## config.mk

```make
export PLATFORM = sky130hd
export DESIGN_NAME = gpif_word_packer
export DESIGN_NICKNAME = d
export VERILOG_FILES = /design/src/hw/gpif_ingress_pkg.sv /design/src/hw/gpif_word_packer.sv
export SDC_FILE = /design/constraint.sdc
export NUM_CORES = 1
export LEC_CHECK = 0
export BUFFER_PORTS_ARGS = -buffer_cell sky130_fd_sc_hd__buf_2
export CORE_ASPECT_RATIO = 2
export CORE_MARGIN = 2
export CORE_UTILIZATION = 40
export CTS_BUF_LIST = sky130_fd_sc_hd__clkbuf_2 sky130_fd_sc_hd__clkbuf_4 sky130_fd_sc_hd__clkbuf_8
export DETAILED_ROUTE_END_ITERATION = 6
export SYNTH_ARGS = -nofsm -noshare
export SYNTH_HDL_FRONTEND = slang
export SYNTH_SLANG_ARGS = --single-unit
```

## constraint.sdc

```tcl
create_clock -name gpif_clk -period 5.2 [get_ports gpif_clk]
set_input_delay 0.52 -clock gpif_clk [delete_from_list [all_inputs] [get_ports gpif_clk]]
set_output_delay 0.52 -clock gpif_clk [all_outputs]
set_load 0.02 [all_outputs]
```

## src/hw/gpif_ingress_pkg.sv

```systemverilog
/*
 * stream widths, buffer depths and flag thresholds of the GPIF II ingress path.
 * referenced by scoped name from the FIFO, checker, gate, packer and top.
 */
`default_nettype none

package gpif_ingress_pkg;

   //////////////////////////////////////////////////
   // stream widths
   //////////////////////////////////////////////////

   // word width on the GPIF II pins
   localparam WORD_W = 32;
   // host side bus width, two GPIF words per beat
   localparam BUS_W = 64;

   //////////////////////////////////////////////////
   // buffer depths, all log2
   //////////////////////////////////////////////////

   // burst buffer, 512 words
   localparam INGRESS_FIFO_SIZE = 9;
   // timing stage behind the pins, 2 words
   localparam TIMING_FIFO_SIZE = 1;
   // largest FX3 burst, never more than the burst buffer holds
   localparam BURST_LOG2 = (INGRESS_FIFO_SIZE < 8) ? INGRESS_FIFO_SIZE : 8;

   //////////////////////////////////////////////////
   // flag thresholds
   //////////////////////////////////////////////////

   // nearly full once fewer than this many slots are free
   localparam NEARLY_FULL_SPACE = 6;
   // width of the free-space count
   localparam SPACE_W = 16;

endpackage

`default_nettype wire
```

## src/hw/gpif_word_packer.sv

```systemverilog
/*
 * packs pairs of 32-bit words into 64-bit host words, low half first.
 * an odd last word goes out alone with a zero high half.
 */
`timescale 1ns/10ps
`default_nettype none

module gpif_word_packer (
   input  wire                                 gpif_clk,
   input  wire                                 i_rst_n,
   input  wire  [gpif_ingress_pkg::WORD_W-1:0] i_tdata,
   input  wire                                 i_tlast,
   input  wire                                 i_tvalid,
   output logic                                o_tready,
   output logic [gpif_ingress_pkg::BUS_W-1:0]  o_tdata,
   output logic                                o_tlast,
   output logic                                o_tvalid,
   input  wire                                  i_tready
);

   // first word of a pair waits here
   logic [gpif_ingress_pkg::WORD_W-1:0] lo_word;
   // high when the next word fills the high half
   logic                                hi_sel;
   logic                                accept;
   // a beat leaves the output register on this accept
   logic                                emit;

   // take a word when the output register is empty or draining
   assign o_tready = !o_tvalid || i_tready;
   assign accept   = i_tvalid && o_tready;
   assign emit     = accept && (hi_sel || i_tlast);

   // control, output valid and half select
   always_ff @(posedge gpif_clk) begin
      if (!i_rst_n) begin
         hi_sel   <= 1'b0;
         o_tvalid <= 1'b0;
      end else begin
         if (emit)
            o_tvalid <= 1'b1;
         else if (i_tready)
            o_tvalid <= 1'b0;

         // back to the low half at every beat and packet end
         if (accept)
            hi_sel <= !hi_sel && !i_tlast;
      end
   end

   // payload
   always_ff @(posedge gpif_clk) begin
      if (accept && !hi_sel)
         lo_word <= i_tdata;
      if (emit) begin
         o_tlast <= i_tlast;
         if (hi_sel)
            o_tdata <= {i_tdata, lo_word};
         else
            o_tdata <= {{(gpif_ingress_pkg::BUS_W - gpif_ingress_pkg::WORD_W){1'b0}}, i_tdata};
      end
   end

endmodule

`default_nettype wire

```

==> impl_metrics.toml, run 1 <==
[detailed_routing]
wire_per_inst_um = 15.8
antenna_left = 0
wl_met2_mm = 3.36
drt_iter0_drc = 166
drc = 0
viasPerCell = 4.73
num_vias = 1875
dr.pass1.iters = 4
met1_length_mm = 2.43
met3_length_um = 307
routed_wirelength_mm = 6.25
top_layer = "met4"

[clock_network]
clk_pin_slew_ps = 80
cts_hold_buf = 0
cts-buffers-inserted = 9
clock_sinks = 99
cts_setup_buffers = 0
cts_tree = "built"
htree_levels = 3
cts-resized-gates = 0
clockBufferDepth = 2
cts_root_buf = "clkbuf_8"
clk_latency_ps = 360

[synthesis]
synth_top_area_share_pct = 80.6
synthTopCellsByArea = "edfxtp_1 (81%), mux2_2 (10%), and2_1 (5.5%)"
yosysMostFrequentCell = "edfxtp_1"
ys_ff_latch = 99
syn-num-nets = 217
synth_cell_types = 13
synth_edf_count = 97
async_reset_ff_share_pct = 0
yosys.area.top_type = "edfxtp_1"
ys.flop_type = "edfxtp_1"
synth_common_cells = "edfxtp_1 (97), and2_1 (32), mux2_2 (32), buf_4 (6), nand2_1 (3)"
yosys_warnings = 0
synth_area_mm2 = 0.00362
syn_avg_cell_area_um2 = 20.1
yosysSeqAreaShare_pct = 81.7
syn_inst = 180

[sta]
finalCritPeriodShare_pct = 40.6
slew_headroom_pct = 36.7
final-hold-violation-count = 0
fmax_mhz = 474
clock_skew_ps = 9.79
tightest_slew_ps = 947
min_period_ps = 2110
tns_ps = 0
rsz0062_at_grt = "false"
drv_slew = 0
finalSetupViolations = 0

[floorplanning]
initial_core_util_pct = 40.7
ioPinCount = 104
die_h_um = 138
core.rowCount = 49
dieArea_mm2 = 0.00986
die_x_um = 71.2
coreArea_mm2 = 0.00889

[critical_path]
cp-start-kind = "register"
cp_max_fo = 36
worstPathArrival_ps = 2110
crit_start = "o_tvalid$_SDFFE_PN0P_"
reg2reg_from = "o_tvalid$_SDFFE_PN0P_"
critPathCaptureType = "register"
critical_path_class = "register to register"
crit_required_ps = 5200

[outcome]
status = "finished clean"

[worst_hold_path]
hold_class = "input port to register"
worstHoldStart = "i_tdata[26]"

[placement]
dp_hpwl_mm = 4.14
place_congestion = 0.691
io_buffers = 103

[global_route]
grt_pass1_wl_mm = 9.78
grt-ovfl-total = 0
grt_usage_pct = 13.4
grt_pass1_vias = 1942
grt_max_degree = 68
antenna_found_initial = 0

[layout]
drive_gt1_share_pct = 53.1
fill_cells = 763
post-route-util_pct = 50.0
fin_nets = 326
n_antenna_cell = 0
areaGrowthSynthToFinish_pct = 22.9
regArea_mm2 = 0.00295
multi_input_area_um2 = 629

[pwr]
fin_total_pwr_mw = 1.60
p_leak_nw = 1.73
powerDensity_mw_per_mm2 = 361
ir_worst_vdd_uv = 190

[job]
max_cap_violations = 0
## routing by layer
| metal | GRT usage [%] | vias up |
|---|---|---|
| met1 | 14.9 | 906 |
| met4 | 8.04 | 0 |
| li1 | - | 896 |
| met3 | 3.50 | 10 |
| met5 | 0 | - |
| met2 | 22.5 | 63 |
## stage by stage
stage	hold WS, ps	area [um^2]	setup slack [ps]	std cells
after global placement	526	4240	2810	380
after CTS	330	4440	3040	396
after global routing	340	4440	2920	396
after floorplan	523	3620	972	180
after detailed placement	532	4240	2740	380
final	362	4440	3090	396
## where the power goes
part / internal, mW / total [mW] / switching [mW]
combinational: 0.0569 / 0.155 / 0.0985
clock: 0.257 / 0.499 / 0.242
sequential: 0.936 / 0.947 / 0.0114
## worst paths after layout
kind,endpoint,slack (ps),depth (start not counted)
setup / recovery,o_tdata[7]$_DFFE_PP_,3090,3
hold / removal,lo_word[26]$_DFFE_PP_,360,1
setup reg to reg,o_tdata[7]$_DFFE_PP_,3090,3
hold reg to reg,o_tdata[11]$_DFFE_PP_,550,1
## registers in the layout, summed over array words and instances, names as in the netlist
| signal | cells |
|---|---|
| o_tvalid | 1 |
| o_tlast | 1 |
| o_tdata | 64 |
| hi_sel | 1 |
| lo_word | 32 |
## worst max-delay path, stage by stage (launching register included)
cell	delay, ps
dfxtp_1	330
nand2b_1	140
nor2b_4	730
buf_4	540
## cell usage in the layout, fill, tap and decap left out
| cell type | Yosys | layout |
|---|---|---|
| mux2_2 | 32 | 32 |
| buf_2 | 0 | 103 |
| mux2i_1 | 1 | 1 |
| nor2_1 | 2 | 1 |
| clkbuf_8 | 0 | 10 |
| nand2_1 | 3 | 3 |
| nor2_4 | 0 | 1 |
| nor2b_4 | 0 | 1 |
| clkbuf_4 | 0 | 4 |
| buf_4 | 6 | 2 |
| a21boi_1 | 1 | 1 |
| o21ai_1 | 1 | 1 |
| and2_1 | 32 | 32 |
| bufinv_16 | 0 | 1 |
| clkinv_2 | 0 | 1 |
| nand2b_1 | 1 | 1 |
| dfxtp_1 | 2 | 1 |
| edfxtp_1 | 97 | 97 |
| dfxtp_2 | 0 | 1 |
## layout make-up
class / instances / share of cell area [%]
flip-flops and latches: 99 / 66.5
repair buffers: 105 / 11.9
clock buffers: 14 / 3.77
multi-input cells: 74 / 14.2
well taps: 102 / 2.87
clock inverters: 2 / 0.788
## kinds of logic (layout without fill, tap and decap cells)
kind of cell | Yosys count | count (layout) | share of synthesized area (%)
buffers and inverters | 7 | 121 | 1.35
flip-flops | 99 | 99 | 81.7
multiplexers | 33 | 33 | 10.2
AND/OR/NAND/NOR | 39 | 39 | 6.40
AO/OA/AOI/OAI | 2 | 2 | 0.346
Power figures use the tool's default switching activity.
==> inputs of run 2 (changes only) <==
==> constraint.sdc (replaced) <==
create_clock -name gpif_clk -period 2.2 [get_ports gpif_clk]
set_input_delay 0.22 -clock gpif_clk [delete_from_list [all_inputs] [get_ports gpif_clk]]
set_output_delay 0.22 -clock gpif_clk [all_outputs]
set_load 0.02 [all_outputs]
==> run 2 against run 1 <==
Worst hold slack worse by 310 ps. Clock skew grew 0.78 ps. Combinational power rose by 150%. Power rose by 140%. Clock-buffer cell count decreased by 5. Die area unchanged. Design area is 1.3% higher. Critical path type unchanged. Critical endpoint is now lo_word[16]$_DFFE_PP_. Largest power group unchanged.
==> impl_metrics.toml, run 2 (synthesis results as in run 1) <==
[outcome]
status = "finished clean"

[critical_path]
cp_top_family = "simple AND/OR/NAND/NOR gates"
crit_required_ps = 2280
path_buf_inv = 1
slowest_stage = "nor2_4"
worstPathCellList = "nand2b_1 > nand2_1 > nor2_4 > buf_4"
reg2reg_from = "o_tvalid$_SDFFE_PN0P_"
cp_max_fo = 13
max_stage_delay_ps = 370
cp.depth = 4
worstRegToRegCells = 4
critPathCaptureType = "register"
crit_start = "o_tvalid$_SDFFE_PN0P_"
cp-start-kind = "register"
critical_path_class = "register to register"
worstPathArrival_ps = 1570

[global_route]
grt_pass1_wl_mm = 10.3
grt_usage_pct = 14.0
grt_util_met3_pct = 4.45
grt_max_degree = 66
antenna_found_initial = 0
met1_usage_pct = 16.1
grt_most_used_layer = "met2"
grt-ovfl-total = 0
grt_pass1_vias = 2014
use_met2_pct = 22.9

[clock_network]
clk_pin_slew_ps = 90
clk_latency_ps = 360
cts-buffers-inserted = 9
cts_hold_buf = 0
htree_levels = 3
cts_tree = "built"
clock_sinks = 99
cts-resized-gates = 0
cts_setup_buffers = 0
clockBufferDepth = 2
cts_root_buf = "clkbuf_8"

[floorplanning]
initial_core_util_pct = 40.7
ioPinCount = 104
dieArea_mm2 = 0.00986
coreArea_mm2 = 0.00889
die_h_um = 138
die_x_um = 71.2
core.rowCount = 49

[worst_hold_path]
min_path_cells = 1
hold_class = "input port to register"
worstHoldStart = "i_tdata[21]"

[sta]
finalCritPeriodShare_pct = 67.6
tns_ps = 0
rsz0062_at_grt = "false"
finalSetupViolations = 0
hold_slack_ps = 56.1
slew_headroom_pct = 70.8
fmax_mhz = 672
clock_skew_ps = 10.6
tightest_slew_ps = 437
final-hold-violation-count = 0
min_period_ps = 1490
drv_slew = 0

[layout]
largest_register = "o_tdata"
drive_gt1_share_pct = 53.2
most-common-layout-cells = "buf_2 (103), edfxtp_1 (97), mux2_2 (32), and2_1 (32), clkbuf_8 (9)"
stdcell_count = 399
areaGrowthSynthToFinish_pct = 24.5
largest_register_ffs = 64
reg.largest.list = "o_tdata x64, lo_word x32"
final_common_cell = "buf_2"
post-route-util_pct = 50.6
n_antenna_cell = 0
fin_nets = 330

[detailed_routing]
routed_wirelength_mm = 6.42
wire_per_inst_um = 16.1
drc = 0
viasPerCell = 4.75
antenna_left = 0
num_vias = 1896
drt_iter0_drc = 150
dr.pass1.iters = 4

[placement]
dp_cells = 384
place_congestion = 0.719
io_buffers = 103
dp_hpwl_mm = 4.22

[pwr]
ir_worst_vdd_uv = 530
p_leak_nw = 1.75
powerDensity_mw_per_mm2 = 853

[job]
max_cap_violations = 0
run 2: cell types whose count changed in the layout (fill, tap and decap cells not counted), sizes merged:
cell and change:
clkinv +2, bufinv +1, buf +4, clkbuf -5, clkinvlp +1
run 2: final cells by class:
class | instances | area, um^2
clock buffer | 9 | 124
clock inverter | 6 | 81.3
fill | 738 | 4390
multi-input combinational | 74 | 629
sequential | 99 | 2950
tap | 102 | 128
timing repair buffer | 109 | 586
run 2: per-stage QoR:
step	instance area, um^2	total power, mW	worst slack, ps
2_1_floorplan	3630	2.51	84.0
3_3_place_gp	4300	2.67	691
3_5_place_dp	4300	2.68	650
4_1_cts	4500	3.88	660
5_1_grt	4500	3.98	574
6_report	4500	3.84	713
run 2: power breakdown:
part / internal, mW / switching (mW)
combinational: 0.149 / 0.238
sequential: 2.21 / 0.0267
clock: 0.626 / 0.587
run 2: final timing paths:
path                                 to  slack [ps]
setup / recovery  lo_word[16]$_DFFE_PP_         710
hold / removal    lo_word[21]$_DFFE_PP_          60
setup reg to reg  lo_word[16]$_DFFE_PP_         710
hold reg to reg   o_tdata[18]$_DFFE_PP_         550
run 2: metal layers:
| metal | wire length, um | part of all wire [%] |
|---|---|---|
| met1 | 2540 | 40 |
| met3 | 362 | 5.6 |
| met2 | 3380 | 53 |
| met4 | 130 | 2.0 |
| met5 | 0 | 0 |
==> inputs of run 3 (changes only) <==
==> constraint.sdc (replaced) <==
create_clock -name gpif_clk -period 1.4 [get_ports gpif_clk]
set_input_delay 0.14 -clock gpif_clk [delete_from_list [all_inputs] [get_ports gpif_clk]]
set_output_delay 0.14 -clock gpif_clk [all_outputs]
set_load 0.02 [all_outputs]
==> run 3 against run 2 <==
Global-route usage up 0.25 points. Wire length rose by 3.6%. Combinational power is 83% higher. Non-clock buffer count increased by 32. Worst setup slack lost 550 ps. Power up 56%. Largest power group unchanged. Highest routed layer unchanged. Critical endpoint is now o_tdata[3]$_DFFE_PP_. Critical path depth fell by 2. Utilization increased by 4.2 points.
==> impl_metrics.toml, run 3 (synthesis results as in run 1) <==
[clock_network]
clk_pin_slew_ps = 90
htree_levels = 3
cts_root_buf = "clkbuf_8"
cts-resized-gates = 0
cts_tree = "built"
clk_latency_ps = 360
cts-buffers-inserted = 9
clock_sinks = 99
clockBufferDepth = 2

[placement]
place_congestion = 0.735
io_buffers = 103
dp_hpwl_mm = 4.39
dp_slack_ps = 168

[detailed_routing]
drc = 0
routed_wirelength_mm = 6.65
antenna_left = 0
num_vias = 2012
wire_per_inst_um = 15.4
dr.pass1.iters = 4
viasPerCell = 4.66
drt_iter0_drc = 134

[sta]
hold_slack_ps = 25.3
tns_ps = 0
clock_skew_ps = 6.81
tightest_slew_ps = 212
slew_headroom_pct = 85.9
final-hold-violation-count = 0
finalSetupViolations = 0
timing.final.ws_setup_ps = 160
finalCritPeriodShare_pct = 88.6
fmax_mhz = 806
drv_slew = 0
min_period_ps = 1240
rsz0062_at_grt = "false"

[layout]
drive_gt1_share_pct = 49.1
largest_register_ffs = 64
largest_register = "o_tdata"
reg.largest.list = "o_tdata x64, lo_word x32"
fin_nets = 362
most-common-layout-cells = "buf_2 (103), edfxtp_1 (97), mux2_2 (32), and2_1 (32), dlygate4sd3_1 (32)"
areaGrowthSynthToFinish_pct = 34.8
n_antenna_cell = 0
final_common_cell = "buf_2"

[floorplanning]
coreArea_mm2 = 0.00889
die_h_um = 138
ioPinCount = 104
initial_core_util_pct = 40.7
dieArea_mm2 = 0.00986
core.rowCount = 49
die_x_um = 71.2

[critical_path]
worstPathArrival_ps = 1350
reg2reg_from = "hi_sel$_SDFFE_PN0P_"
worstRegToRegCells = 2
cp_max_fo = 33
critPathCaptureType = "register"
ff2ff_setup_slack_ps = 160
crit_required_ps = 1510
r2r-end = "o_tdata[3]$_DFFE_PP_"
critical_path_class = "register to register"
cp-start-kind = "register"

[pwr]
powerDensity_mw_per_mm2 = 1230
ir_worst_vdd_uv = 670
p_leak_nw = 1.90

[worst_hold_path]
hold_class = "input port to register"
min_to = "o_tlast$_DFFE_PP_"
min_path_cells = 1
worstHoldStart = "i_tlast"

[global_route]
antenna_found_initial = 0
grt_pass1_wl_mm = 10.6
grt-ovfl-total = 0
grt_usage_pct = 14.3
grt_max_degree = 39
grt_pass1_vias = 2088

[job]
max_cap_violations = 0

[outcome]
status = "finished clean"
[run 3: stage by stage]
step                area, um^2  power, mW  util, %  instances
finish                    4870       5.98     54.8        432
global route              4870       6.21     54.8        432
floorplan                 3660       3.96        -        180
detailed placement        4370       4.24     49.1        384
global placement          4370       4.22     49.1        384
CTS                       4870       6.06     54.8        432
[run 3: final cells by class]
| class | instances | area [um^2] |
|---|---|---|
| Sequential cell | 99 | 2960 |
| Clock buffer | 10 | 131 |
| Multi-Input combinational cell | 74 | 648 |
| Tap cell | 102 | 128 |
| Fill cell | 724 | 4020 |
| Timing Repair Buffer | 141 | 956 |
| Clock inverter | 6 | 56.3 |
[run 3: power breakdown]
group	switching (mW)	internal [mW]	leakage (nW)	total, mW
combinational	0.390	0.318	0.854	0.708
clock	0.922	0.831	0.0969	1.75
sequential	0.0453	3.47	0.952	3.52
total	1.36	4.62	1.90	5.98
[run 3: how the worst max path moves through the flow]
stage,startpoint,endpoint,slack (ps),cells after the start
4_1_cts,hi_sel$_SDFFE_PN0P_,o_tdata[26]$_DFFE_PP_,150,2
5_1_grt,hi_sel$_SDFFE_PN0P_,o_tdata[3]$_DFFE_PP_,110,2
3_3_place_gp,hi_sel$_SDFFE_PN0P_,o_tdata[8]$_DFFE_PP_,190,2
3_5_place_dp,hi_sel$_SDFFE_PN0P_,o_tdata[26]$_DFFE_PP_,170,2
6_report,hi_sel$_SDFFE_PN0P_,o_tdata[3]$_DFFE_PP_,160,2
2_1_floorplan,hi_sel$_SDFFE_PN0P_,o_tdata[0]$_DFFE_PP_,-540,3
[run 3: layer usage]
layer,GRT usage [%],part of all wire (%),vias to the layer above
li1,-,-,966
met3,3.79,4.8,18
met1,15.5,37,963
met4,8.94,4.0,0
met2,24.1,54,65
met5,0,0,-
[run 3: critical path: stages (launching register included)]
cell	delay [ps]
dfxtp_2	420
buf_12	210
mux2_2	350
[run 3: repair_timing]
| item | 4_1_cts | 5_1_grt |
|---|---|---|
| hold buffers | 32 | 0 |
| hold endpoints to repair | 32 | 0 |
| buffers inserted | 0 | 0 |
